### config.mk
export PLATFORM = sky130hd
export DESIGN_NAME = uart_apb_bridge
export DESIGN_NICKNAME = d
export VERILOG_FILES = /design/src/rtl/soc_bus_pkg.sv /design/src/rtl/uart_apb_bridge.sv
export VERILOG_INCLUDE_DIRS = /design/src /design/src/include
export SDC_FILE = /design/constraint.sdc
export NUM_CORES = 1
export LEC_CHECK = 0
export BUFFER_PORTS_ARGS = -buffer_cell sky130_fd_sc_hd__buf_2
export CAP_MARGIN = 20
export CORE_AREA = 2 2 108 110
export DETAILED_ROUTE_END_ITERATION = 7
export DIE_AREA = 0 0 110 112
export GPL_TIMING_DRIVEN = 0
export PLACE_DENSITY = 0.73
export SYNTH_ARGS = -nofsm -noshare
export SYNTH_HDL_FRONTEND = slang
export SYNTH_SLANG_ARGS = --single-unit
### constraint.sdc
create_clock -name clk_i -period 11.1 [get_ports clk_i]
set_input_delay 1.665 -clock clk_i [delete_from_list [all_inputs] [get_ports clk_i]]
set_output_delay 1.665 -clock clk_i [all_outputs]
set_load 0.02 [all_outputs]
### src/include/soc_macros.svh
`ifndef SOC_MACROS_SVH
`define SOC_MACROS_SVH

// Bus geometry
`define SOC_ADDR_W 32
`define SOC_DATA_W 64
`define SOC_STRB_W 8
`define SOC_TAG_W 4

// Host credits match the queue depth
`define SOC_REQ_CREDITS 4

`define SOC_L2_WORDS 1024
`define SOC_APB_W 32

`endif

### src/rtl/soc_bus_pkg.sv
`include "soc_macros.svh"

package soc_bus_pkg;

  //////////////////////////////
  // Host port
  //////////////////////////////
  typedef struct packed {
    logic [`SOC_TAG_W-1:0]  tag;
    logic                   we;
    logic [`SOC_ADDR_W-1:0] addr;
    logic [`SOC_DATA_W-1:0] wdata;
    logic [`SOC_STRB_W-1:0] strb;
  } bus_req_t;

  typedef struct packed {
    logic [`SOC_TAG_W-1:0]  tag;
    logic [`SOC_DATA_W-1:0] rdata;
    logic                   err;
  } bus_rsp_t;

  //////////////////////////////
  // Router to target
  //////////////////////////////
  // Address carries the offset inside the target window
  typedef struct packed {
    logic                   valid;
    logic                   we;
    logic [`SOC_ADDR_W-1:0] addr;
    logic [`SOC_DATA_W-1:0] wdata;
    logic [`SOC_STRB_W-1:0] strb;
  } tgt_req_t;

  typedef struct packed {
    logic                   done;
    logic [`SOC_DATA_W-1:0] rdata;
    logic                   err;
  } tgt_rsp_t;

  // Byte lane merge under strobe
  function automatic logic [`SOC_DATA_W-1:0] merge_bytes(
    input logic [`SOC_DATA_W-1:0] old_word,
    input logic [`SOC_DATA_W-1:0] new_word,
    input logic [`SOC_STRB_W-1:0] strb
  );
    logic [`SOC_DATA_W-1:0] res;
    res = old_word;
    for (int i = 0; i < `SOC_STRB_W; i++) begin
      if (strb[i]) begin
        res[8*i +: 8] = new_word[8*i +: 8];
      end
    end
    return res;
  endfunction

endpackage

### src/rtl/uart_apb_bridge.sv
`timescale 1ns/1ns
`include "soc_macros.svh"

module uart_apb_bridge (
  input  logic                   clk_i,
  input  logic                   rst_i,
  input  soc_bus_pkg::tgt_req_t  req_i,
  output soc_bus_pkg::tgt_rsp_t  rsp_o,
  output logic                   psel_o,
  output logic                   penable_o,
  output logic                   pwrite_o,
  output logic [`SOC_ADDR_W-1:0] paddr_o,
  output logic [`SOC_APB_W-1:0]  pwdata_o,
  input  logic [`SOC_APB_W-1:0]  prdata_i,
  input  logic                   pready_i,
  input  logic                   pslverr_i
);

  typedef enum logic [1:0] {
    ST_IDLE,
    ST_SETUP,
    ST_ACCESS
  } state_e;

  state_e                 state_q;
  logic [`SOC_ADDR_W-1:0] paddr_q;
  logic [`SOC_APB_W-1:0]  pwdata_q;
  logic                   pwrite_q;
  logic [`SOC_APB_W-1:0]  prdata_q;
  logic                   pslverr_q;
  logic                   done_q;

  always_ff @(posedge clk_i) begin
    if (rst_i) begin
      state_q <= ST_IDLE;
      done_q  <= 1'b0;
    end else begin
      done_q <= 1'b0;
      case (state_q)
        ST_IDLE: begin
          if (req_i.valid) begin
            state_q <= ST_SETUP;
          end
        end
        ST_SETUP: state_q <= ST_ACCESS;
        default: begin
          // Slave may stretch access
          if (pready_i) begin
            state_q <= ST_IDLE;
            done_q  <= 1'b1;
          end
        end
      endcase
    end
  end

  always_ff @(posedge clk_i) begin
    if ((state_q == ST_IDLE) && req_i.valid) begin
      paddr_q  <= req_i.addr;
      pwdata_q <= req_i.wdata[`SOC_APB_W-1:0];
      pwrite_q <= req_i.we;
    end
    if ((state_q == ST_ACCESS) && pready_i) begin
      prdata_q  <= prdata_i;
      pslverr_q <= pslverr_i;
    end
  end

  assign psel_o    = (state_q != ST_IDLE);
  assign penable_o = (state_q == ST_ACCESS);
  assign pwrite_o  = pwrite_q;
  assign paddr_o   = paddr_q;
  assign pwdata_o  = pwdata_q;

  assign rsp_o.done  = done_q;
  assign rsp_o.rdata = {{(`SOC_DATA_W - `SOC_APB_W){1'b0}}, prdata_q};
  assign rsp_o.err   = pslverr_q;

  // Access must follow a setup cycle
  a_setup_before_access: assert property (@(posedge clk_i) disable iff (rst_i)
    $rose(penable_o) |-> (psel_o && $past(psel_o)))
    else $error("uart_apb_bridge: penable without setup phase");

endmodule

; Word level (Yosys, flattened, before mapping)
; Index checks and enable logic that the tools add are counted.
[totals]
register_bits = 101
latchBits = 0
mem_bits_rw = 0
rom_bits = 0
input_bits = 142
out_inout_bits = 133
word_cells = 21
memories = 0
[classes]
n_addsub = 0
mul = 0
n_div = 0
magnitude_cmp = 0
n_eq_ne = 3
shifts = 0
n_mux = 4
bitwise = 0
reduce_logical = 7
[op_table]
columns = cell, n
row1 = 2-bit 2-to-1 mux, 2
row2 = 2-bit one-hot mux with 2 select lines, 1
row3 = 3-bit nonzero test, 1
row4 = 3-bit OR reduction, 1
row5 = "2-bit by 1-bit equality test with 1-bit output, second input constant", 1
row6 = "2-bit equality test, second input constant", 1
row7 = 1-bit logical AND, 2
row8 = 2-bit logical NOT, 1
row9 = "2-bit != test, second input constant", 1
row10 = 2-bit AND reduction, 1
row11 = 2-bit nonzero test, 1
row12 = 1-bit 2-to-1 mux, 1

; Depth between registers and ports, before layout
; Gate-level depths: netlist of the first run.
[logic_depth]
depth_word = 3
ltp_mapped = 2
mapped_depth_nobuf = 2

; Worst setup path before layout of the first run
; OpenSTA, ideal clock, no wires.
[synth_timing]
path_type = in2reg
start = input port req_i[105] in the netlist's numbering
end = register paddr_q[0], in the netlist paddr_o[0] (enable)
setup_ns = 0.478
t_arrival_ns = 4.198
t_required_ns = 10.622
setup_slack_ns = 6.424
path_stages = 1
n_path_buf = 0
path_cell_list = nor3b_2
[synth_between]
elab_chain_len = 1
[synth_lines]
columns = element, line
row1 = "start, declared", uart_apb_bridge.sv:7  ; input soc_bus_pkg::tgt_req_t req_i,
row2 = 1-bit logical AND, uart_apb_bridge.sv:58  ; if ((state_q == ST_IDLE) && req_i.valid) begin
row3 = "end signal, assigned", uart_apb_bridge.sv:59  ; paddr_q <= req_i.addr;
row4 = "end, declared", uart_apb_bridge.sv:26  ; logic [`SOC_ADDR_W-1:0] paddr_q;
; No other way between the ends.
; A chain may end at the register's enable or synchronous reset.

; Final worst setup path of the first run
[layout_timing]
start = register state_q[0]
end = output port psel_o
[layout_between]
elab_chain_len = 1
[layout_lines]
columns = element, line
row1 = "start, declared", uart_apb_bridge.sv:25  ; state_e state_q;
row2 = "start signal, assigned", uart_apb_bridge.sv:35  ; state_q <= ST_IDLE;
row3 = "start signal, assigned", uart_apb_bridge.sv:42  ; state_q <= ST_SETUP;
row4 = "start signal, assigned", uart_apb_bridge.sv:45  ; ST_SETUP: state_q <= ST_ACCESS;
row5 = 2-bit nonzero test, uart_apb_bridge.sv:69  ; assign psel_o = (state_q != ST_IDLE);
row6 = "end, declared", uart_apb_bridge.sv:9  ; output logic psel_o,
; No other way between the ends.

==> impl_results.md, run 1 <==
* Vias per std cell at between 3 and 4
* Detailed Route WL at about 7000 µm
* Number of distinct standard cells referenced by the synthesized netlist at 11
* CP bufs+invs at 1
* Worst hold path stage count at 2
* Number of antenna violations at the first check in global routing at 1
* Post-CTS Setup Inserts at 0
* Final Skew at ~0.0067 ns
* Top cell types by occurrence after synthesis: sky130_fd_sc_hd__edfxtp_1, sky130_fd_sc_hd__buf_4, sky130_fd_sc_hd__dfxtp_1
* CP Data Required Time at about 9.4 ns
* Hold_buf cts at 0
* Headroom to the max-slew limit at 0.416
* Count of cells resized by post-cts repair at 0
* Detailed-routing wirelength on met1 at 2400 µm
* Share of the cycle needed by the critical path after routing at 0.252
* Remaining number of nets flagged by the antenna check after routing at 0
* CTS Buffer Depth at 2
* Max stage delay on crit path at 0.49 ns
* Average footprint of a synthesized cell at about 23 µm²
* Starting utilization of the core area at 0.298
* Worst setup SP type: flip-flop
* Finish-stage setup viols at 0
* Die extent in x at 110 µm
* Clock sink total at 101
* Placed wire-length estimate after detailed placement at approximately 5600 µm
* Clock insertion delay at the later pin of the skew report at 0.33 ns
* Detailed-route wire length per cell at 12.9 µm
* Net count reported at finish at around 530
* H-tree level count at 3
* Maximum number of pins on one net before global-route repair at 34
* Number of core rows at 39
* Aggregate global-route resource usage at 0.108
* Type of the worst setup path: reg2out
* CP top delay family: flip-flops
* Warnings from Yosys at 0
* Actual slew at the worst max-slew pin at between 0.8 and 0.9 ns
* Filler instances at roughly 1000
* First-pass iteration count of the detailed router at 4
* Routability congestion estimate at 0.700
* Final max-slew violation count at 0
* Max-cap check violation count at 0
* I/O pin count at 275
* Placeable core region at 11200 µm²
* Clk pin slew, worst setup/hold paths at 0.07 ns
* Count of input and output buffers at 202
* Detailed router's first-iteration violation count at 69
* Pleak at roughly 2.2 nW
* Capturing element type of the critical path: output port
* CP Data Arrival Time at 1.13 ns
* Number of hold-slack violations in the final timing report at 0
* Synth Cell Area at around 3300 µm²
* Unrepaired setup endpoints after global routing: false
* Proportion of layout cells with a drive suffix above 1 at 0.645
* Clock tree from TritonCTS: done
* Sum Neg Setup Slack at 0 ns
* Shortest clock period the worst path allows after layout at around 2.8 ns
* Routed via count at roughly 2000
* Endpoint with the worst hold slack: done_q
* Area grow syn2layout at 49.5%
* Die Ht at 112 µm
* Hold Crit Class: reg2reg
* Post-route DRC at 0
* Flop and latch count out of synthesis at 101
* Layout Utilization at 0.445
* Total overflow reported by the global router at 0
* Cell total after placement at about 520
* Slowest CP cell: sky130_fd_sc_hd__dfxtp_1
* Number of global-route vias before repair at slightly above 2000
* Met2 wire len at about 3300 µm
* Global-route wire length before repair at ~9700 µm
* Reg-to-reg endpoint: prdata_q[14]
* Reg2reg setup slack at ~9.5 ns
* Cell at the root of the clock tree: sky130_fd_sc_hd__clkbuf_16
* Achievable frequency at 357 MHz
* Cell types with the largest area share after synthesis: sky130_fd_sc_hd__edfxtp_1, sky130_fd_sc_hd__buf_4, sky130_fd_sc_hd__dfxtp_1
* Worst Reg2Reg Path Length in Cells at 2
* Die area at 12300 µm²
* Number of clock buffers inserted by TritonCTS at 9
* Status: complete, no violations
* Top routing layer used: met4
* Power Total at 0.836 mW
* Proportion of netlist area held by the largest area contributor at 0.885
* Beginning of the worst register-to-register path: state_q[1]
* Top cell type by total area after synthesis: sky130_fd_sc_hd__edfxtp_1
* Post-Synthesis Cells at ~150
* Crit-path max FO at 5
* Register area share after synthesis at 0.903
* Dominant cell by count in the synthesized netlist: sky130_fd_sc_hd__edfxtp_1
* Layout Cells excl Fill at around 540
* Maximum ir drop on the vdd rail at between 80 and 90 µV
* Proportion of synthesized flip-flops having asynchronous set or reset at 0
* Number of enable-type register cells in the synthesized netlist at 98
* Ordered cell list for the critical path: or2_1, buf_2
* Met3 Routed Length at about 1100 µm
* Number of logic stages on the critical path including buffering at 2
* Most instantiated flip-flop cell in the synthesis netlist: sky130_fd_sc_hd__edfxtp_1
* Worst hold start: state_q[1]
* Pwr Density at ~170 nW/µm²
metal layers:
| metal | vias to the layer above | track usage |
|---|---|---|
| li1 | 974 | - |
| met1 | 883 | 0.109 |
| met2 | 153 | 0.180 |
| met3 | 5 | 0.0650 |
| met4 | 0 | 0.0430 |
| met5 | - | 0 |
how the worst max path moves through the flow:
stage | startpoint | endpoint | slack (ns)
2_1_floorplan | req_i[105] | paddr_o[0] | 6.42
3_3_place_gp | req_i[105] | paddr_o[13] | 5.48
3_5_place_dp | pready_i | prdata_q[14] | 8.13
4_1_cts | state_q[0] | psel_o | 8.28
5_1_grt | state_q[0] | psel_o | 8.25
6_report | state_q[0] | psel_o | 8.30
tightest hold or removal path, stage by stage (launching register included):
cell	delay (ns)
sky130_fd_sc_hd__dfxtp_1	0.36
sky130_fd_sc_hd__nand2_1	0.15
sky130_fd_sc_hd__nor2_1	0.05
flip-flops by register name, summed over array words and instances, names as in the netlist:
name       cells
pwdata_o      32
pwrite_o       1
state_q        2
pslverr_q      1
paddr_o       32
prdata_q      32
done_q         1
cell type report:
type	instances	area (µm²)	area share
antenna	1	2.50	0.000503
buffer	34	255	0.0513
clock buffer	10	229	0.0461
clock inverter	6	48.8	0.00982
multi-input combinational	41	198	0.0398
sequential	101	3000	0.604
tap	143	179	0.0360
timing repair buffer	205	1060	0.212
through the flow:
| stage | hold slack (ns) | setup WS, ns | area, µm² |
|---|---|---|---|
| 5_1_grt | 0.659 | 8.25 | 4970 |
| 6_report | 0.608 | 8.30 | 4970 |
| 3_5_place_dp | 0.601 | 8.13 | 4690 |
| 3_3_place_gp | 0.500 | 5.48 | 4630 |
| 2_1_floorplan | 0.481 | 6.42 | 3440 |
| 4_1_cts | 0.609 | 8.28 | 4970 |
power by group:
group          switching (mW)  internal (mW)  total [mW]
clock                   0.133          0.153       0.287
sequential            0.00595          0.445       0.451
combinational          0.0610         0.0374      0.0984
total                   0.200          0.636       0.836
logic make-up after synthesis:
| family | share of synthesized area |
|---|---|
| other | 0.00113 |
| AO/OA/AOI/OAI | 0.00301 |
| buffers and inverters | 0.0767 |
| flip-flops | 0.903 |
| AND/OR/NAND/NOR | 0.0162 |
placed cells by master (no fill, tap or decap), drive strengths merged:
cell type  count
o21ba          1
nor3b          1
nand2          1
clkbuf        10
dfxtp          3
and3b          2
edfxtp        98
nor2b          1
nor2           2
diode          1
buf          239
conb          32
inv            1
clkinvlp       5
or2            1
(Power assumes the default switching activity.)
==> run 2, diff against run 1 <==
CORE_AREA = 2 2 107 109   (was 2 2 108 110)
DIE_AREA = 0 0 109 111   (was 0 0 110 112)
PLACE_DENSITY = 0.76   (was 0.73)
clock period = 2.45 ns   (was 11.1 ns; I/O delays follow)
==> run 2 against run 1 <==
Against the previous run: first-iteration DRC count is 22% lower; utilization rose by 0.61 points; die area is 1.8% lower; clock skew barely moved; critical path type is now reg2reg.
==> impl_results.md, run 2 (synthesis gave the netlist of run 1 again) <==
* Capturing element type of the critical path: flip-flop
* Die Ht at 111 µm (-0.89%)
* Clk pin slew, worst setup/hold paths at 0.08 ns (about the same)
* Total overflow reported by the global router at 0 (unchanged)
* Ordered cell list for the critical path: nand2_1, nor2_4
* Cell at the root of the clock tree: sky130_fd_sc_hd__clkbuf_16
* Hold Crit Class: in2reg
* Status: complete, no violations
* Met3 Routed Length at 936 µm (-19%)
* I/O pin count at 275 (unchanged)
* CTS Buffer Depth at 2 (unchanged)
* Routed via count at 2032 (+0.84%)
* Sw frac at 0.238 (-0.00173)
* Proportion of layout cells with a drive suffix above 1 at 0.645 (unchanged)
* Post-route DRC at 0 (unchanged)
* Crit-path max FO at 33 (+28)
* Die extent in x at 109 µm (-0.91%)
* Aggregate global-route resource usage at 0.119 (+0.0111)
* Net count reported at finish at 534 (unchanged)
* Count of cells resized by post-cts repair at 0 (unchanged)
* Number of logic stages on the critical path including buffering at 2 (unchanged)
* CP top delay family: simple AND/OR/NAND/NOR gates
* Routability congestion estimate at 0.679 (-3.1%)
* Worst Reg2Reg Path Length in Cells at 2 (unchanged)
* Vias per std cell at 3.76 (+1.0%)
* Placed wire-length estimate after detailed placement at 5990 µm (+6.9%)
* Slowest CP cell: sky130_fd_sc_hd__nor2_4
* Beginning of the worst register-to-register path: state_q[1]
* CP Data Arrival Time at 1.65 ns (+0.52 ns)
* Reg-to-reg endpoint: prdata_q[8]
* Part of the total power dissipated in sequential elements at 0.520 (-0.019)
* Area grow syn2layout at 50.2%
* Starting utilization of the core area at 0.300 (+0.00262)
* Endpoint of the worst setup timing path: prdata_q[8]
* Cell total after placement at 524 (unchanged)
* First-pass iteration count of the detailed router at 4 (unchanged)
* Number of global-route vias before repair at 2088 (+2.5%)
* Headroom to the max-slew limit at 0.403 (-0.0132)
* CP Data Required Time at 2.41 ns (-7.03 ns)
* Reg2reg setup slack at 0.76 ns (-8.69 ns)
* Net Sw Power at 0.933 mW (+370%)
* Global-route wire length before repair at 10600 µm (+8.9%)
* Logic gate share of total power at 0.114 (-0.004)
* Final max-slew violation count at 0 (unchanged)
* Unrepaired setup endpoints after global routing: false
* Pwr Density at 786 nW/µm² (+370%)
* Most common library cell in the layout ignoring fill and taps: sky130_fd_sc_hd__buf_2
* Post-CTS Setup Inserts at 0 (unchanged)
* Worst setup SP type: flip-flop
* Detailed-routing wirelength on met1 at 2640 µm (+10%)
* Maximum number of pins on one net before global-route repair at 34 (unchanged)
* Final Skew at 0.00635 ns (-0.000305 ns)
* Type of the worst setup path: reg2reg
* Worst hold path stage count at 1 (-1)
* Number of core rows at 39 (unchanged)
* Met2 wire len at 3690 µm (+11%)
* Detailed-route wire length per cell at 13.6 µm (+6.0%)
* Area taken by multi-input logic gates at 198 µm² (unchanged)
* Detailed router's first-iteration violation count at 54 (-22%)
* Layout Cells excl Fill at 540 (-0.18%)
* Finish-stage setup viols at 0 (unchanged)
* H-tree level count at 3 (unchanged)
* Number of antenna violations at the first check in global routing at 0 (-1)
* Remaining number of nets flagged by the antenna check after routing at 0 (unchanged)
* Max stage delay on crit path at 0.70 ns (+0.21 ns)
* Detailed Route WL at 7370 µm (+5.8%)
* Shortest clock period the worst path allows after layout at approximately 1.7 ns
* Count of input and output buffers at 202 (unchanged)
* Clock insertion delay at the later pin of the skew report at 0.34 ns (about the same)
* Share of the cycle needed by the critical path after routing at 0.691
* Diodes inserted at 0 (-1)
* Hold_buf cts at 0 (unchanged)
* Clock tree from TritonCTS: done
* Clock share of power at 0.365 (+0.022)
* Achievable frequency at approximately 590 MHz
* Most frequent cells in the layout: sky130_fd_sc_hd__buf_2, sky130_fd_sc_hd__edfxtp_1, sky130_fd_sc_hd__buf_4, sky130_fd_sc_hd__conb_1, sky130_fd_sc_hd__clkbuf_16
* Number of clock buffers inserted by TritonCTS at 9 (unchanged)
* Actual slew at the worst max-slew pin at 0.894 ns (+0.0197 ns)
* Cell internal power dissipation at 2.99 mW (+370%)
* Clock sink total at 101 (unchanged)
* Final Instance Area at 4990 µm² (+0.48%)
* Area used by sequential logic in the layout at 3000 µm² (unchanged)
* Placeable core region at 11100 µm² (-0.87%)
* Number of hold-slack violations in the final timing report at 0 (unchanged)
* Pleak at 2.24 nW (+1.2%)
* Critical Path Source: state_q[1]
* Min Hold Slack at 0.198 ns (-0.410 ns)
* CP bufs+invs at 0 (-1)
* Die area at 12100 µm² (-1.8%)
* Placed standard-cell area at 4690 µm² (unchanged)
* Maximum ir drop on the vdd rail at 279 µV (+210%)
* Filler instances at 1009 (-2.2%)
* Top routing layer used: met4
* Max-cap check violation count at 0 (unchanged)
==> run 2: routing by layer <==
metal,up-vias,GRT usage
li1,973,-
met1,906,0.122
met2,147,0.208
met3,6,0.0529
met4,0,0.0487
met5,-,0
==> run 2: worst min-delay path by stage <==
stage	start	end	slack, ns
floorplan	rst_i	done_q	0.44
global placement	state_q[1]	done_q	0.52
detailed placement	prdata_i[29]	prdata_q[29]	0.55
CTS	req_i[84]	paddr_o[12]	0.19
global route	req_i[89]	paddr_o[17]	0.18
finish	req_i[87]	paddr_o[15]	0.20
==> run 2: power by group through the flow <==
stage	clock, mW	combinational, mW	sequential, mW
2_1_floorplan	0	0.132	2.20
3_3_place_gp	0	0.427	2.09
3_5_place_dp	0	0.453	2.08
4_1_cts	1.47	0.453	2.04
5_1_grt	1.54	0.482	2.05
6_report	1.43	0.449	2.04
==> run 2: final cells by class <==
type,instances,share of cell area
clock buffer,9,0.0451
multi-input combinational,41,0.0396
timing repair buffer,205,0.211
buffer,34,0.0511
tap,143,0.0358
clock inverter,7,0.0158
sequential,101,0.601
==> run 2: stage by stage <==
step,total power [mW],TNS [ns],utilization,worst slack [ns]
after floorplan,2.34,-3.40,-,-0.0522
after global placement,2.51,-56.13,0.419,-0.659
after detailed placement,2.54,0,0.423,0.697
after CTS,3.97,0,0.451,0.749
after global routing,4.07,0,0.451,0.623
final,3.92,0,0.451,0.757
==> run 3, diff against run 2 <==
clock period = 1.4 ns   (was 2.45 ns; I/O delays follow)
==> run 3 against run 2 <==
Against the previous run: critical path depth increased by 2; combinational power rose by 91%; flip-flop and latch count unchanged; critical endpoint is now paddr_o[29].
==> impl_results.md, run 3 (synthesis gave the netlist of run 1 again) <==
* Routed via count at 2125 (+4.6%)
* Achievable frequency at 755 MHz (+28%)
* Final max-slew violation count at 0 (unchanged)
* Crit-path max FO at 21 (-36%)
* Critical Path Source: state_q[0]
* Maximum ir drop on the vdd rail at 548 µV (+96%)
* H-tree level count at 3 (unchanged)
* Clock insertion delay at the later pin of the skew report at 0.34 ns (about the same)
* Sum Neg Setup Slack at 0 ns (unchanged)
* Reg2reg setup slack at 0.07 ns (-0.68 ns)
* Final Worst Setup Slack at 0.0750 ns (-0.682 ns)
* Unrepaired setup endpoints after global routing: false
* Finish-stage setup viols at 0 (unchanged)
* Number of core rows at 39 (unchanged)
* Number of hold-slack violations in the final timing report at 0 (unchanged)
* Logic gate share of total power at 0.127 (+0.013)
* Number of antenna violations at the first check in global routing at 3 (+3)
* Worst setup SP type: flip-flop
* I/O pin count at 275 (unchanged)
* Power Total at 6.76 mW (+72%)
* Most frequent cells in the layout: sky130_fd_sc_hd__buf_2, sky130_fd_sc_hd__edfxtp_1, sky130_fd_sc_hd__buf_4, sky130_fd_sc_hd__conb_1, sky130_fd_sc_hd__clkbuf_16
* Vias per std cell at 3.88 (+3.1%)
* Pwr Density at 1320 nW/µm² (+68%)
* Max-cap check violation count at 0 (unchanged)
* Maximum number of pins on one net before global-route repair at 22 (-35%)
* Sw frac at 0.245 (+0.00687)
* Min Hold Slack at 0.0360 ns (-0.162 ns)
* Aggregate global-route resource usage at 0.133 (+0.0137)
* Count of input and output buffers at 202 (unchanged)
* Beginning of the worst register-to-register path: state_q[0]
* Area grow syn2layout at 53.6%
* Worst hold path stage count at 1 (unchanged)
* Type of the worst setup path: reg2reg
* Cell at the root of the clock tree: sky130_fd_sc_hd__clkbuf_16
* Remaining number of nets flagged by the antenna check after routing at 0 (unchanged)
* Starting utilization of the core area at 0.300 (unchanged)
* Reg-to-reg endpoint: paddr_o[29]
* Endpoint of the worst setup timing path: paddr_o[29]
* CP Data Arrival Time at 1.37 ns (-0.28 ns)
* Placed wire-length estimate after detailed placement at 6160 µm (+2.8%)
* Cell internal power dissipation at 5.11 mW (+71%)
* Clock tree from TritonCTS: done
* Die area at 12100 µm² (unchanged)
* First-pass iteration count of the detailed router at 4 (unchanged)
* Proportion of layout cells with a drive suffix above 1 at 0.653 (+0.00863)
* Most common library cell in the layout ignoring fill and taps: sky130_fd_sc_hd__buf_2
* Worst Reg2Reg Path Length in Cells at 4 (+2)
* Total overflow reported by the global router at 0 (unchanged)
* Clock sink total at 101 (unchanged)
* Hold Crit Class: in2reg
* Pleak at 2.30 nW (+2.4%)
* Net Sw Power at 1.65 mW (+77%)
* Number of clock buffers inserted by TritonCTS at 9 (unchanged)
* Share of the cycle needed by the critical path after routing at 0.946 (+0.255)
* Clk pin slew, worst setup/hold paths at 0.08 ns (about the same)
* Part of the total power dissipated in sequential elements at 0.528 (+0.008)
* Worst hold start: req_i[99]
* Routability congestion estimate at 0.730 (+7.5%)
* Shortest clock period the worst path allows after layout at 1.33 ns (-0.368 ns)
* Die Ht at 111 µm (unchanged)
* Setup WS pre-CTS at -0.325 ns (-1.02 ns)
* Detailed-route wire length per cell at 14.7 µm (+7.9%)
* Status: complete, no violations
* Capturing element type of the critical path: flip-flop
* Post-route DRC at 0 (unchanged)
* Global-route wire length before repair at 11400 µm (+7.8%)
* Hold_buf cts at 0 (unchanged)
* Layout Utilization at 0.461 (+0.0104)
* Detailed Route WL at 8070 µm (+9.5%)
* Net count reported at finish at 541 (+1.3%)
* Final Skew at 0.00897 ns (+0.00262 ns)
* Number of global-route vias before repair at 2196 (+5.2%)
* CP Data Required Time at 1.45 ns (-0.96 ns)
* Detailed router's first-iteration violation count at 73 (+35%)
* CTS Buffer Depth at 2 (unchanged)
* Die extent in x at 109 µm (unchanged)
* Clock share of power at 0.345 (-0.020)
* Placeable core region at 11100 µm² (unchanged)
## run 3: power groups by stage
stage / combinational, mW / sequential (mW) / clock, mW
after floorplan: 0.231 / 3.86 / 0
after global placement: 0.749 / 3.65 / 0
after detailed placement: 0.791 / 3.64 / 0
after CTS: 0.869 / 3.58 / 2.42
after global routing: 0.922 / 3.59 / 2.55
final: 0.859 / 3.57 / 2.33
## run 3: stage by stage
stage	std cells	area (µm²)
3_5_place_dp	524	4690
6_report	548	5110
3_3_place_gp	521	4640
2_1_floorplan	176	3450
5_1_grt	547	5110
4_1_cts	547	5110
## run 3: repair_timing
item	CTS	global route
endpoints found under the setup margin	74	12
pin swaps	3	0
cloned	3	0
buffers inserted	5	0
gates resized for setup	3	2
## run 3: layer usage
metal | track usage | part of all wire | vias to the layer above
li1 | - | - | 995
met1 | 0.136 | 0.35 | 959
met2 | 0.212 | 0.48 | 152
met3 | 0.0858 | 0.15 | 15
met4 | 0.0556 | 0.019 | 4
met5 | 0 | 0.0038 | -
## run 3: critical path, cell delays in order, from the launching register on
cell and delay [ns]:
sky130_fd_sc_hd__dfxtp_4 0.39, sky130_fd_sc_hd__nor3b_4 0.19, sky130_fd_sc_hd__buf_4 0.15, sky130_fd_sc_hd__buf_12 0.13, sky130_fd_sc_hd__buf_12 0.17
## run 3: layout make-up
cell class / instances / area (µm²)
fillers: 1005 / 5970
flip-flops and latches: 101 / 3010
repair buffers: 211 / 1170
plain buffers: 34 / 255
clock buffers: 9 / 225
multi-input cells: 42 / 209
well taps: 143 / 179
clock inverters: 7 / 58.8
diodes: 1 / 2.50
## run 3: how the worst min path moves through the flow
stage	endpoint	slack, ns
final	paddr_o[27]	0.04
after global routing	pwdata_o[26]	0.01
after CTS	paddr_o[27]	0.02
after detailed placement	paddr_o[21]	0.39
after global placement	paddr_o[31]	0.39
after floorplan	done_q	0.28
